===== config.mk =====
export PLATFORM = sky130hd
export DESIGN_NAME = cpu_top
export DESIGN_NICKNAME = d
export VERILOG_FILES = /design/src/logic/cpu_pkg.sv /design/src/logic/alu.sv /design/src/logic/reg_file.sv /design/src/logic/fetch_unit.sv /design/src/logic/instr_decoder.sv /design/src/logic/exec_stage.sv /design/src/logic/cpu_top.sv
export VERILOG_INCLUDE_DIRS = /design/src /design/src/logic
export SDC_FILE = /design/constraint.sdc
export NUM_CORES = 1
export LEC_CHECK = 0
export BUFFER_PORTS_ARGS = -buffer_cell sky130_fd_sc_hd__buf_4
export CAP_MARGIN = 0
export CORE_AREA = 8 8 110 112
export CTS_CLUSTER_DIAMETER = 60
export DETAILED_ROUTE_END_ITERATION = 7
export DIE_AREA = 0 0 118 120
export HOLD_SLACK_MARGIN = 0.1
export PLACE_DENSITY = 0.85
export SYNTH_ARGS = -nofsm -noshare
export SYNTH_HDL_FRONTEND = slang
export SYNTH_SLANG_ARGS = --single-unit

===== constraint.sdc =====
create_clock -name clk -period 4.15 [get_ports clk]
set_input_delay 0.2075 -clock clk [delete_from_list [all_inputs] [get_ports clk]]
set_output_delay 0.2075 -clock clk [all_outputs]
set_load 0.05 [all_outputs]

===== src/logic/cpu_macros.svh =====
`ifndef CPU_MACROS_SVH
`define CPU_MACROS_SVH

// Core sizing shared by the package and the RTL

// Width of a data byte, a register and the ALU
`define CPU_DATA_W 8

// Width of the fetch address and the program counter
`define CPU_ADDR_W 16

// General registers A to D
`define CPU_NUM_REGS 4

// Address of the first instruction fetched after reset
`define CPU_RESET_PC 16'h0000

`endif


===== src/logic/cpu_pkg.sv =====
`include "cpu_macros.svh"

package cpu_pkg;

  // Register index, 0=A 1=B 2=C 3=D
  typedef logic [$clog2(`CPU_NUM_REGS)-1:0] reg_sel_t;

  typedef enum logic [2:0] {
    add    = 3'd0,
    adc    = 3'd1,
    sub    = 3'd2,
    sbb    = 3'd3,
    and_op = 3'd4,
    or_op  = 3'd5,
    xor_op = 3'd6,
    cmp    = 3'd7
  } alu_op_t;

  // Kinds 4 to 7 are reserved and behave as nop
  typedef enum logic [2:0] {
    nop  = 3'd0,
    mov  = 3'd1,
    ldi  = 3'd2,
    halt = 3'd3
  } move_kind_t;

  // Bit 7 set selects the ALU view
  typedef struct packed {
    logic     fmt;
    alu_op_t  op;
    reg_sel_t dst;
    reg_sel_t src;
  } alu_insn_t;

  typedef struct packed {
    logic       fmt;
    move_kind_t kind;
    reg_sel_t   dst;
    reg_sel_t   src;
  } move_insn_t;

  typedef union packed {
    alu_insn_t  alu;
    move_insn_t move;
  } insn_t;

  typedef struct packed {
    logic negative;
    logic carry;
  } flags_t;

  typedef struct packed {
    logic                  valid;
    logic [`CPU_DATA_W-1:0] data;
  } fetch_byte_t;

  typedef struct packed {
    logic                  valid;
    logic                  is_alu;
    alu_op_t               op;
    reg_sel_t              dst;
    reg_sel_t              src;
    logic                  use_imm;
    logic [`CPU_DATA_W-1:0] imm;
    logic                  halt;
  } exec_ctrl_t;

  typedef struct packed {
    logic                  we;
    reg_sel_t              dst;
    logic [`CPU_DATA_W-1:0] data;
  } wb_t;

  typedef struct packed {
    logic [`CPU_DATA_W-1:0] a;
    logic [`CPU_DATA_W-1:0] b;
    logic [`CPU_DATA_W-1:0] c;
    logic [`CPU_DATA_W-1:0] d;
  } reg_view_t;

  // AXI4-Lite read channels only, the core never writes
  typedef struct packed {
    logic                  arvalid;
    logic [`CPU_ADDR_W-1:0] araddr;
    logic                  rready;
  } axi_rd_req_t;

  typedef struct packed {
    logic                  arready;
    logic                  rvalid;
    logic [`CPU_DATA_W-1:0] rdata;
  } axi_rd_rsp_t;

endpackage


===== src/logic/alu.sv =====
`timescale 1ns/1ps
`include "cpu_macros.svh"

module alu (
  input  logic [`CPU_DATA_W-1:0] lhs,
  input  logic [`CPU_DATA_W-1:0] rhs,
  input  cpu_pkg::alu_op_t       op,
  input  logic                   carry_in,
  output logic [`CPU_DATA_W-1:0] result,
  output cpu_pkg::flags_t        flags_out
);

  // Extra top bit holds carry out or borrow
  logic [`CPU_DATA_W:0] wide;

  always_comb begin
    wide = '0;
    case (op)
      cpu_pkg::add: begin
        wide = {1'b0, lhs} + {1'b0, rhs};
      end
      cpu_pkg::adc: begin
        wide = {1'b0, lhs} + {1'b0, rhs} + carry_in;
      end
      cpu_pkg::sub,
      cpu_pkg::cmp: begin
        wide = {1'b0, lhs} - {1'b0, rhs};
      end
      cpu_pkg::sbb: begin
        wide = {1'b0, lhs} - {1'b0, rhs} - carry_in;
      end
      // Logic ops leave the top bit clear, so carry is cleared
      cpu_pkg::and_op: begin
        wide = {1'b0, lhs & rhs};
      end
      cpu_pkg::or_op: begin
        wide = {1'b0, lhs | rhs};
      end
      cpu_pkg::xor_op: begin
        wide = {1'b0, lhs ^ rhs};
      end
      default: begin
        wide = '0;
      end
    endcase

    result             = wide[`CPU_DATA_W-1:0];
    flags_out.negative = wide[`CPU_DATA_W-1];
    flags_out.carry    = wide[`CPU_DATA_W];
  end

endmodule


===== src/logic/reg_file.sv =====
`timescale 1ns/1ps
`include "cpu_macros.svh"

module reg_file (
  input  logic                   clk,
  input  logic                   rst_n,
  input  cpu_pkg::reg_sel_t      rd_lhs,
  input  cpu_pkg::reg_sel_t      rd_rhs,
  input  cpu_pkg::wb_t           wb,
  output logic [`CPU_DATA_W-1:0] lhs_data,
  output logic [`CPU_DATA_W-1:0] rhs_data,
  output cpu_pkg::reg_view_t     regs
);

  logic [`CPU_DATA_W-1:0] regs_q [`CPU_NUM_REGS];

  always_ff @(posedge clk) begin
    if (!rst_n) begin
      for (int i = 0; i < `CPU_NUM_REGS; i++) begin
        regs_q[i] <= '0;
      end
    end else if (wb.we) begin
      regs_q[wb.dst] <= wb.data;
    end
  end

  // Read ports are combinational
  assign lhs_data = regs_q[rd_lhs];
  assign rhs_data = regs_q[rd_rhs];

  assign regs.a = regs_q[0];
  assign regs.b = regs_q[1];
  assign regs.c = regs_q[2];
  assign regs.d = regs_q[3];

endmodule


===== src/logic/fetch_unit.sv =====
`timescale 1ns/1ps
`include "cpu_macros.svh"

module fetch_unit (
  input  logic                   clk,
  input  logic                   rst_n,
  input  cpu_pkg::axi_rd_rsp_t   mem_rsp,
  input  logic                   halt,
  output cpu_pkg::axi_rd_req_t   mem_req,
  output cpu_pkg::fetch_byte_t   fetch,
  output logic [`CPU_ADDR_W-1:0] pc
);

  // One read in flight at a time
  typedef enum logic {
    st_addr,
    st_data
  } rd_state_t;

  rd_state_t              state_q;
  logic                   arvalid_q;
  logic [`CPU_ADDR_W-1:0] pc_q;
  logic                   ar_done;
  logic                   r_done;

  assign ar_done = arvalid_q && mem_rsp.arready;
  assign r_done  = (state_q == st_data) && mem_rsp.rvalid;

  always_ff @(posedge clk) begin
    if (!rst_n) begin
      state_q   <= st_addr;
      arvalid_q <= 1'b0;
      pc_q      <= `CPU_RESET_PC;
    end else begin
      case (state_q)
        st_addr: begin
          if (ar_done) begin
            state_q   <= st_data;
            arvalid_q <= 1'b0;
            pc_q      <= pc_q + 1'b1;
          end else if (!arvalid_q && !halt) begin
            // First request after reset
            arvalid_q <= 1'b1;
          end
        end
        st_data: begin
          if (r_done) begin
            state_q   <= st_addr;
            // Next address goes out right away unless the core has stopped
            arvalid_q <= !halt;
          end
        end
        default: begin
          state_q <= st_addr;
        end
      endcase
    end
  end

  // pc only moves on an AR transfer, so araddr holds while arvalid waits
  assign mem_req = '{
    arvalid: arvalid_q,
    araddr:  pc_q,
    rready:  (state_q == st_data)
  };

  assign fetch = '{
    valid: r_done,
    data:  mem_rsp.rdata
  };

  assign pc = pc_q;

endmodule


===== src/logic/instr_decoder.sv =====
`timescale 1ns/1ps
`include "cpu_macros.svh"

module instr_decoder (
  input  logic                 clk,
  input  logic                 rst_n,
  input  cpu_pkg::fetch_byte_t fetch,
  output cpu_pkg::exec_ctrl_t  ctrl
);

  cpu_pkg::insn_t      insn;
  cpu_pkg::insn_t      first_q;
  logic                imm_pend_q;
  logic                imm_pend_d;
  cpu_pkg::exec_ctrl_t ctrl_d;
  cpu_pkg::exec_ctrl_t ctrl_q;

  assign insn = fetch.data;

  always_comb begin
    ctrl_d     = '0;
    imm_pend_d = imm_pend_q;

    if (fetch.valid) begin
      if (imm_pend_q) begin
        // Second byte of ldi is the constant
        ctrl_d.valid   = 1'b1;
        ctrl_d.dst     = first_q.move.dst;
        ctrl_d.use_imm = 1'b1;
        ctrl_d.imm     = fetch.data;
        imm_pend_d     = 1'b0;
      end else if (insn.alu.fmt) begin
        ctrl_d.valid  = 1'b1;
        ctrl_d.is_alu = 1'b1;
        ctrl_d.op     = insn.alu.op;
        ctrl_d.dst    = insn.alu.dst;
        ctrl_d.src    = insn.alu.src;
      end else begin
        case (insn.move.kind)
          cpu_pkg::mov: begin
            ctrl_d.valid = 1'b1;
            ctrl_d.dst   = insn.move.dst;
            ctrl_d.src   = insn.move.src;
          end
          cpu_pkg::ldi: begin
            imm_pend_d = 1'b1;
          end
          cpu_pkg::halt: begin
            ctrl_d.valid = 1'b1;
            ctrl_d.halt  = 1'b1;
          end
          // nop and reserved kinds never reach execute
          default: begin
            ctrl_d.valid = 1'b0;
          end
        endcase
      end
    end
  end

  always_ff @(posedge clk) begin
    if (!rst_n) begin
      imm_pend_q <= 1'b0;
      ctrl_q     <= '0;
    end else begin
      imm_pend_q <= imm_pend_d;
      ctrl_q     <= ctrl_d;
    end
  end

  // Opcode byte kept while the constant is fetched
  always_ff @(posedge clk) begin
    if (fetch.valid && !imm_pend_q) begin
      first_q <= insn;
    end
  end

  assign ctrl = ctrl_q;

endmodule


===== src/logic/exec_stage.sv =====
`timescale 1ns/1ps
`include "cpu_macros.svh"

module exec_stage (
  input  logic                   clk,
  input  logic                   rst_n,
  input  cpu_pkg::exec_ctrl_t    ctrl,
  input  logic [`CPU_DATA_W-1:0] lhs_data,
  input  logic [`CPU_DATA_W-1:0] rhs_data,
  output cpu_pkg::reg_sel_t      rd_lhs,
  output cpu_pkg::reg_sel_t      rd_rhs,
  output cpu_pkg::wb_t           wb,
  output cpu_pkg::flags_t        flags,
  output logic                   halt
);

  cpu_pkg::wb_t           wb_d;
  cpu_pkg::flags_t        flags_q;
  cpu_pkg::flags_t        alu_flags;
  logic                   halt_q;
  logic                   active;
  logic [`CPU_DATA_W-1:0] alu_result;

  // lhs reads dst and rhs reads src
  assign rd_lhs = ctrl.dst;
  assign rd_rhs = ctrl.src;

  // Once halted, everything coming from decode is dropped
  assign active = ctrl.valid && !halt_q;

  // Writes land in reg_file on the next edge and dependent instructions read them directly
  alu u_alu (
    .lhs       (lhs_data),
    .rhs       (rhs_data),
    .op        (ctrl.op),
    .carry_in  (flags_q.carry),
    .result    (alu_result),
    .flags_out (alu_flags)
  );

  always_comb begin
    // cmp only touches the flags
    wb_d.we  = active && !ctrl.halt && !(ctrl.is_alu && (ctrl.op == cpu_pkg::cmp));
    wb_d.dst = ctrl.dst;
    if (ctrl.use_imm) begin
      wb_d.data = ctrl.imm;
    end else if (ctrl.is_alu) begin
      wb_d.data = alu_result;
    end else begin
      wb_d.data = rhs_data;
    end
  end

  always_ff @(posedge clk) begin
    if (!rst_n) begin
      flags_q <= '0;
      halt_q  <= 1'b0;
    end else begin
      if (active && ctrl.is_alu) begin
        flags_q <= alu_flags;
      end
      // Sticky until reset
      if (active && ctrl.halt) begin
        halt_q <= 1'b1;
      end
    end
  end

  assign wb    = wb_d;
  assign flags = flags_q;
  assign halt  = halt_q;

endmodule


===== src/logic/cpu_top.sv =====
`timescale 1ns/1ps
`include "cpu_macros.svh"

module cpu_top (
  input  logic                   clk,
  input  logic                   rst_n,
  output cpu_pkg::axi_rd_req_t   mem_req,
  input  cpu_pkg::axi_rd_rsp_t   mem_rsp,
  output cpu_pkg::reg_view_t     regs,
  output cpu_pkg::flags_t        flags,
  output logic [`CPU_ADDR_W-1:0] pc,
  output logic                   halt
);

  cpu_pkg::fetch_byte_t   fetch;
  cpu_pkg::exec_ctrl_t    ctrl;
  cpu_pkg::reg_sel_t      rd_lhs;
  cpu_pkg::reg_sel_t      rd_rhs;
  cpu_pkg::wb_t           wb;
  logic [`CPU_DATA_W-1:0] lhs_data;
  logic [`CPU_DATA_W-1:0] rhs_data;

  fetch_unit u_fetch (
    .clk     (clk),
    .rst_n   (rst_n),
    .mem_rsp (mem_rsp),
    .halt    (halt),
    .mem_req (mem_req),
    .fetch   (fetch),
    .pc      (pc)
  );

  // Stage 1
  instr_decoder u_decode (
    .clk   (clk),
    .rst_n (rst_n),
    .fetch (fetch),
    .ctrl  (ctrl)
  );

  // Stage 2
  exec_stage u_exec (
    .clk      (clk),
    .rst_n    (rst_n),
    .ctrl     (ctrl),
    .lhs_data (lhs_data),
    .rhs_data (rhs_data),
    .rd_lhs   (rd_lhs),
    .rd_rhs   (rd_rhs),
    .wb       (wb),
    .flags    (flags),
    .halt     (halt)
  );

  reg_file u_regs (
    .clk      (clk),
    .rst_n    (rst_n),
    .rd_lhs   (rd_lhs),
    .rd_rhs   (rd_rhs),
    .wb       (wb),
    .lhs_data (lhs_data),
    .rhs_data (rhs_data),
    .regs     (regs)
  );

endmodule


==> results of run 1 <==
## synth_stat cells, types with 5 or more instances
cell type  instances  area [um^2]
a211o_1            6         52.6
a21oi_1           17         85.1
a221oi_1           5         43.8
a31oi_1            5         31.3
and2_1            26          163
and3_1             9         56.3
buf_2              5         25.0
buf_4             20          150
clkbuf_1          19         71.3
dfxtp_1           41          821
edfxtp_1          34         1020
ha_1              29          363
inv_1             33          124
mux2i_1            6         60.1
mux4_2            15          338
nand2_1           42          158
nand2b_1          10         62.6
nand3_1           13         65.1
nor2_1            54          203
nor2b_1           12         75.1
nor3_1            13         65.1
nor3b_1            6         45.0
nor4_1             5         31.3
o211ai_1           5         37.5
o21ai_0           25          125
o31ai_1            5         37.5
xnor2_1           19          166
xor2_1             7         61.3
## layer usage
| layer | vias to the layer above | track usage | wire, um |
|---|---|---|---|
| met3 | 23 | 0.0362 | 1130 |
| met5 | - | 0 | 0 |
| li1 | 2202 | - | - |
| met1 | 2312 | 0.269 | 6440 |
| met2 | 237 | 0.376 | 7700 |
| met4 | 0 | 0.0681 | 318 |
## power by group
| part | internal, mW | total [mW] | switching, mW |
|---|---|---|---|
| sequential | 0.786 | 0.801 | 0.0155 |
| clock | 0.248 | 0.499 | 0.251 |
| combinational | 0.132 | 0.352 | 0.220 |
| total | 1.17 | 1.65 | 0.486 |
## state kept, by name, indices dropped and copies added, names as in the netlist, named ones only
name                 flops
u_decode.first_q         2
u_regs.regs_q           32
u_decode.imm_pend_q      1
u_exec.flags             2
u_decode.ctrl           15
rd_lhs                   2
u_fetch.arvalid_q        1
u_exec.halt              1
u_fetch.pc              16
u_fetch.state_q          1
## logic make-up (layout without fill, tap and decap cells)
group | Yosys count | count (layout)
AOI/OAI and AO/OA | 121 | 121
DFF | 75 | 75
xor gates and xnor gates | 28 | 28
adders and majority gates | 31 | 31
buffers and inverters | 83 | 154
muxes | 24 | 24
and+or+nand+nor | 217 | 217
## path summary, 6_finish.rpt
| check | end | slack (ps) | depth (start not counted) |
|---|---|---|---|
| setup / recovery | u_regs.regs_q[1][7]$_SDFFCE_PN0P_ | 170 | 13 |
| setup reg to reg | u_regs.regs_q[1][7]$_SDFFCE_PN0P_ | 170 | 13 |
| hold / removal | u_decode.ctrl[6]$_SDFF_PN0_ | 110 | 2 |
| hold reg to reg | rd_lhs[0]$_SDFF_PN0_ | 490 | 1 |
## area by class of cell
cell class | instances | area (um^2)
multi-input cells | 421 | 3180
well taps | 140 | 175
repair buffers | 105 | 816
fillers | 862 | 4200
clock buffers | 15 | 166
flip-flops and latches | 75 | 1840
inverters | 34 | 128
## repair_timing
item                       4_1_cts  5_1_grt
resized for setup                1        5
hold buffers                     6        0
setup endpoints to repair        2       14
hold endpoints to repair        11        0
==> results.sh, run 1 <==
export IMPL_cp_num_buf_inv=3
export IMPL_slowest_delay_ps=570
export IMPL_ys_seq_area_frac=0.341
export IMPL_cp_slowest_cell="mux4_2"
export IMPL_layout_setup_ws_ps=168
export IMPL_maxSlewViolCount=0
export IMPL_synthAdderAreaFrac=0.0746
export IMPL_antenna_found_initial=0
export IMPL_die_w_um=118
export IMPL_path_clk_slew_ps=80
export IMPL_totalWireLength_mm=15.6
export IMPL_fin_util=0.600
export IMPL_htree_num_levels=3
export IMPL_synth_xor_area_share=0.0482
export IMPL_place_hpwl_mm=11.9
export IMPL_finalSetupViolCount=0
export IMPL_synth_edff_count=34
export IMPL_dpl_cell_area_mm2=0.00605
export IMPL_clock_skew_ps=10.3
export IMPL_critPathRequiredTime_ps=4230
export IMPL_path_cells="buf_4 -> mux4_2 -> inv_1 -> ha_2 -> or2_1 -> nor3_2 -> a2111oi_4 -> xnor2_1 -> or3_4 -> mux2i_2 -> o41ai_2 -> buf_4 -> nor4_1"
export IMPL_crit_fanout=14
export IMPL_path_delay_family="simple AND/OR/NAND/NOR gates"
export IMPL_power_mw=1.65
export IMPL_grt_pass1_wl_mm=24.8
export IMPL_start_kind="register"
export IMPL_cts_buffer_depth=2
export IMPL_core_area_mm2=0.0105
export IMPL_min_from="mem_rsp[5]"
export IMPL_vias_per_cell=6.04
export IMPL_clock_fmax_mhz=251
export IMPL_stdcell_count=790
export IMPL_final_antenna_net_count=0
export IMPL_row_count=38
export IMPL_grt_use_total=0.216
export IMPL_fin_tns_setup_ps=0
export IMPL_synth_top_family_by_area="simple AND/OR/NAND/NOR gates"
export IMPL_drive_gt1_frac=0.238
export IMPL_synth_compound_area_frac=0.171
export IMPL_outcome="finished, final reports clean"
export IMPL_critPathKind="reg2reg"
export IMPL_end_kind="register"
export IMPL_ys_seq_elements=75
export IMPL_post_cts_setup_buffer_count=0
export IMPL_drc=0
export IMPL_cp_common_cell="buf_4"
export IMPL_diodes=0
export IMPL_gp_congestion=0.951
export IMPL_tightestPinTransition_ps=1300
export IMPL_layout_common_cells="buf_4, nor2_1, nand2_1"
export IMPL_hold_viol=0
export IMPL_first_global_vias=4639
export IMPL_dpl_worst_slack_ps=12.4
export IMPL_hold_ws_ps=111
export IMPL_drt_initial_drc_count=484
export IMPL_powerDensity_mw_per_mm2=262
export IMPL_num_vias=4774
export IMPL_relSlewSlack=0.127
export IMPL_fin_crit_sh=0.959
export IMPL_ios=81
export IMPL_start_util=0.514
export IMPL_syn_avg_cell_area_um2=9.33
export IMPL_synth_nets=622
export IMPL_insertion_delay_ps=350
export IMPL_fin_crit_ps=3980
export IMPL_synth_area_mm2=0.00540
export IMPL_dieHeight_um=120
export IMPL_grt_overflow=0
export IMPL_numCtsBuffers=9
export IMPL_yosysWarnings=0
export IMPL_holdCritPathClass="in2reg"
export IMPL_final_nets=689
export IMPL_synthArstFlopShare=0
export IMPL_cts_sinks=75
export IMPL_p_leak_nw=2.54
export IMPL_synth_ff_type="dfxtp_1"
export IMPL_final_common_cell="buf_4"
export IMPL_rsz0062_at_grt="no"
export IMPL_ys_types=83
export IMPL_synthToLayoutAreaGrowth_pct=16.8
export IMPL_ir_drop_mv=0.321
export IMPL_die_area_mm2=0.0142
export IMPL_cts_root_buf="clkbuf_8"
export IMPL_cts_tree="done"
export IMPL_postSynthCellCount=579
export IMPL_dp_cells=769
export IMPL_grt_max_degree=32
export IMPL_synth_mux_area_frac=0.0804
export IMPL_first_pass_iters=5
export IMPL_design_area_mm2=0.00630
export IMPL_wl_per_cell_um=19.7
export IMPL_io_buffers=80
export IMPL_cap_violations=0
export IMPL_synth_simple_area_share=0.209
export IMPL_crit_arrival_ps=4060
Note: power is estimated with default switching activity, not from simulation.
==> run 2, diff against run 1 <==
--- a/config.mk
+++ b/config.mk
@@ -8,12 +8,13 @@
 export LEC_CHECK = 0
 export BUFFER_PORTS_ARGS = -buffer_cell sky130_fd_sc_hd__buf_4
 export CAP_MARGIN = 0
-export CORE_AREA = 8 8 110 112
+export CORE_AREA = 8 8 112 114
 export CTS_CLUSTER_DIAMETER = 60
 export DETAILED_ROUTE_END_ITERATION = 7
-export DIE_AREA = 0 0 118 120
+export DIE_AREA = 0 0 120 122
 export HOLD_SLACK_MARGIN = 0.1
-export PLACE_DENSITY = 0.85
+export PLACE_DENSITY = 0.84
 export SYNTH_ARGS = -nofsm -noshare
 export SYNTH_HDL_FRONTEND = slang
+export SYNTH_HIERARCHICAL = 1
 export SYNTH_SLANG_ARGS = --single-unit
==> constraint.sdc (replaced) <==
create_clock -name clk -period 4.15 [get_ports clk]
set_input_delay 0.2075 -clock clk [delete_from_list [all_inputs] [get_ports clk]]
set_output_delay 0.2075 -clock clk [all_outputs]
set_load 0.1 [all_outputs]
==> results.sh, run 2 <==
export IMPL_largest_reg_flops=32
export IMPL_power_mw=1.79
export IMPL_totalWireLength_mm=14.7
export IMPL_cts_buffer_depth=2
export IMPL_antenna_found_initial=0
export IMPL_grt_pass1_wl_mm=23.7
export IMPL_outcome="finished, final reports clean"
export IMPL_drc=0
export IMPL_layout_common_cells="buf_4, nand2_1, dfxtp_1"
export IMPL_tightestPinTransition_ps=1170
export IMPL_synth_area_mm2=0.00556
export IMPL_synth_top_area_share=0.184
export IMPL_clock_skew_ps=9.56
export IMPL_critPathRequiredTime_ps=4250
export IMPL_end_kind="register"
export IMPL_io_buffers=80
export IMPL_cts_sinks=75
export IMPL_start_kind="register"
export IMPL_cp_slowest_cell="mux4_2"
export IMPL_clock_fmax_mhz=246
export IMPL_gp_congestion=0.960
export IMPL_powerDensity_mw_per_mm2=280
export IMPL_numCtsBuffers=9
export IMPL_synth_most_common_cell="nand2_1"
export IMPL_fin_crit_sh=0.980
export IMPL_crit_fanout=4
export IMPL_p_leak_nw=2.55
export IMPL_synth_nets=627
export IMPL_r2r_start="u_regs/regs_q[2][0]$_SDFFCE_PN0P_"
export IMPL_stdcell_count=785
export IMPL_synth_ff_type="dfxtp_1"
export IMPL_yosys_top_cells_area="edfxtp_1, dfxtp_1, mux4_2"
export IMPL_top_register="u_regs/regs_q"
export IMPL_num_vias=4693
export IMPL_hold_ws_ps=119
export IMPL_rsz0062_at_grt="no"
export IMPL_ff2ff_path_depth=13
export IMPL_grt_overflow=0
export IMPL_fin_crit_ps=4070
export IMPL_diodes=0
export IMPL_relSlewSlack=0.209
export IMPL_nFillCells=861
export IMPL_final_common_cell="buf_4"
export IMPL_grt_use_total=0.200
export IMPL_r2r_slack_ps=80
export IMPL_fin_tns_setup_ps=0
export IMPL_holdCritPathClass="in2reg"
export IMPL_dp_cells=763
export IMPL_grt_max_degree=36
export IMPL_first_pass_iters=5
export IMPL_place_hpwl_mm=11.4
export IMPL_finalSetupViolCount=0
export IMPL_synth_mux_area_frac=0.0977
export IMPL_core_area_mm2=0.0107
export IMPL_synthAdderAreaFrac=0.0725
export IMPL_synth_edff_count=34
export IMPL_postSynthCellCount=584
export IMPL_ys_types=77
export IMPL_yosysWarnings=6
export IMPL_worstHoldPathCells=2
export IMPL_ir_drop_mv=0.233
export IMPL_synth_top_family_by_area="simple AND/OR/NAND/NOR gates"
export IMPL_die_w_um=120
export IMPL_cts_tree="done"
export IMPL_wl_per_cell_um=18.8
export IMPL_dieHeight_um=122
export IMPL_cts_root_buf="clkbuf_8"
export IMPL_path_clk_slew_ps=70
export IMPL_min_from="mem_rsp[6]"
export IMPL_synthTopCellsByCount="nand2_1, dfxtp_1, and2_1, buf_4, edfxtp_1"
export IMPL_synthArstFlopShare=0
export IMPL_drive_gt1_frac=0.254
export IMPL_start_util=0.520
export IMPL_ys_seq_elements=75
export IMPL_synth_compound_area_frac=0.128
export IMPL_slowest_delay_ps=540
export IMPL_maxSlewViolCount=0
export IMPL_path_cells="mux4_2 -> ha_1 -> fa_2 -> a21o_1 -> a21oi_1 -> xnor2_2 -> and4bb_1 -> nand2_1 -> and3b_1 -> o32a_1 -> mux2i_1 -> o21ai_0 -> and3_1"
export IMPL_ios=81
export IMPL_min_to="u_decode/ctrl[7]$_SDFF_PN0_"
export IMPL_cap_violations=0
export IMPL_synthToLayoutAreaGrowth_pct=14.5
export IMPL_path_delay_family="compound AO/OA/AOI/OAI gates"
export IMPL_hold_viol=0
export IMPL_critPathKind="reg2reg"
export IMPL_syn_avg_cell_area_um2=9.52
export IMPL_r2r_end="u_regs/regs_q[3][6]$_DFFE_PP_"
export IMPL_synth_simple_area_share=0.228
export IMPL_vias_per_cell=5.98
export IMPL_drt_initial_drc_count=493
export IMPL_htree_num_levels=3
export IMPL_row_count=38
export IMPL_final_antenna_net_count=0
export IMPL_die_area_mm2=0.0146
export IMPL_crit_arrival_ps=4170
export IMPL_first_global_vias=4686
export IMPL_synth_largest_area_cell="edfxtp_1"
export IMPL_final_nets=683
export IMPL_ys_seq_area_frac=0.331
export IMPL_synth_xor_area_share=0.0482
export IMPL_insertion_delay_ps=350
export IMPL_cp_num_buf_inv=0
run 2: changes by cell type in the layout (fill, tap and decap cells not counted), moves of 6 or more:
cell,delta
nor2_1,-22
and2_1,+11
mux2i_1,+10
a21oi_1,+8
nand3_1,+8
nor2b_1,-7
nand2b_1,-6
nor3b_1,-6
run 2: through the flow:
| stage | setup slack, ps | instance area [um^2] | util |
|---|---|---|---|
| 2_1_floorplan | 27.9 | 5570 | - |
| 3_3_place_gp | 222 | 6090 | 0.569 |
| 3_5_place_dp | 113 | 6090 | 0.569 |
| 4_1_cts | 81.4 | 6330 | 0.592 |
| 5_1_grt | 5.22 | 6370 | 0.595 |
| 6_report | 83.4 | 6370 | 0.595 |
run 2: power by group:
| part | internal, mW | switching (mW) |
|---|---|---|
| clock | 0.288 | 0.264 |
| sequential | 0.786 | 0.0184 |
| combinational | 0.143 | 0.286 |
run 2: cell families (layout without fill, tap and decap cells):
group / after synthesis / count (layout)
fa+ha+maj: 31 / 31
buf+inv: 93 / 154
compound gates: 108 / 108
mux: 33 / 33
flops: 75 / 75
simple gates: 216 / 216
xor+xnor: 28 / 28
run 2: per-layer routing:
metal | up-vias | share of wire | global-route usage | routed length [um]
met5 | - | 0 | 0 | 0
met4 | 0 | 0.036 | 0.0898 | 534
met3 | 38 | 0.062 | 0.0273 | 916
met2 | 218 | 0.49 | 0.347 | 7290
met1 | 2253 | 0.41 | 0.242 | 5990
li1 | 2184 | - | - | -
run 2: what timing repair did:
| action | in CTS | in global routing |
|---|---|---|
| hold endpoints to repair | 5 | 0 |
| setup buffers | 0 | 2 |
| setup endpoints to repair | 0 | 16 |
| resized for setup | 0 | 5 |
| hold buffers | 4 | 0 |
run 2: worst max path at each step:
stage | startpoint | endpoint | slack (ps) | depth (start not counted)
finish | u_regs/regs_q[2][0]$_SDFFCE_PN0P_ | u_regs/regs_q[3][6]$_DFFE_PP_ | 80 | 13
floorplan | u_regs/regs_q[3][0]$_DFFE_PP_ | u_regs/regs_q[3][7]$_DFFE_PP_ | 30 | 14
global route | u_decode/ctrl[12]$_SDFF_PN0_ | u_regs/regs_q[3][6]$_DFFE_PP_ | 5 | 13
CTS | u_decode/ctrl[12]$_SDFF_PN0_ | u_regs/regs_q[3][6]$_DFFE_PP_ | 80 | 14
detailed placement | u_decode/ctrl[12]$_SDFF_PN0_ | u_regs/regs_q[3][6]$_DFFE_PP_ | 110 | 14
global placement | u_decode/ctrl[10]$_SDFF_PP0_ | u_regs/regs_q[3][7]$_DFFE_PP_ | 220 | 13
run 2: final cells by class:
class | instances | area (um^2) | share of cell area
tap | 140 | 175 | 0.0275
multi-input combinational | 416 | 3220 | 0.506
clock inverter | 5 | 30.0 | 0.00472
inverter | 33 | 124 | 0.0194
clock buffer | 11 | 174 | 0.0273
timing repair buffer | 105 | 798 | 0.125
sequential | 75 | 1840 | 0.290
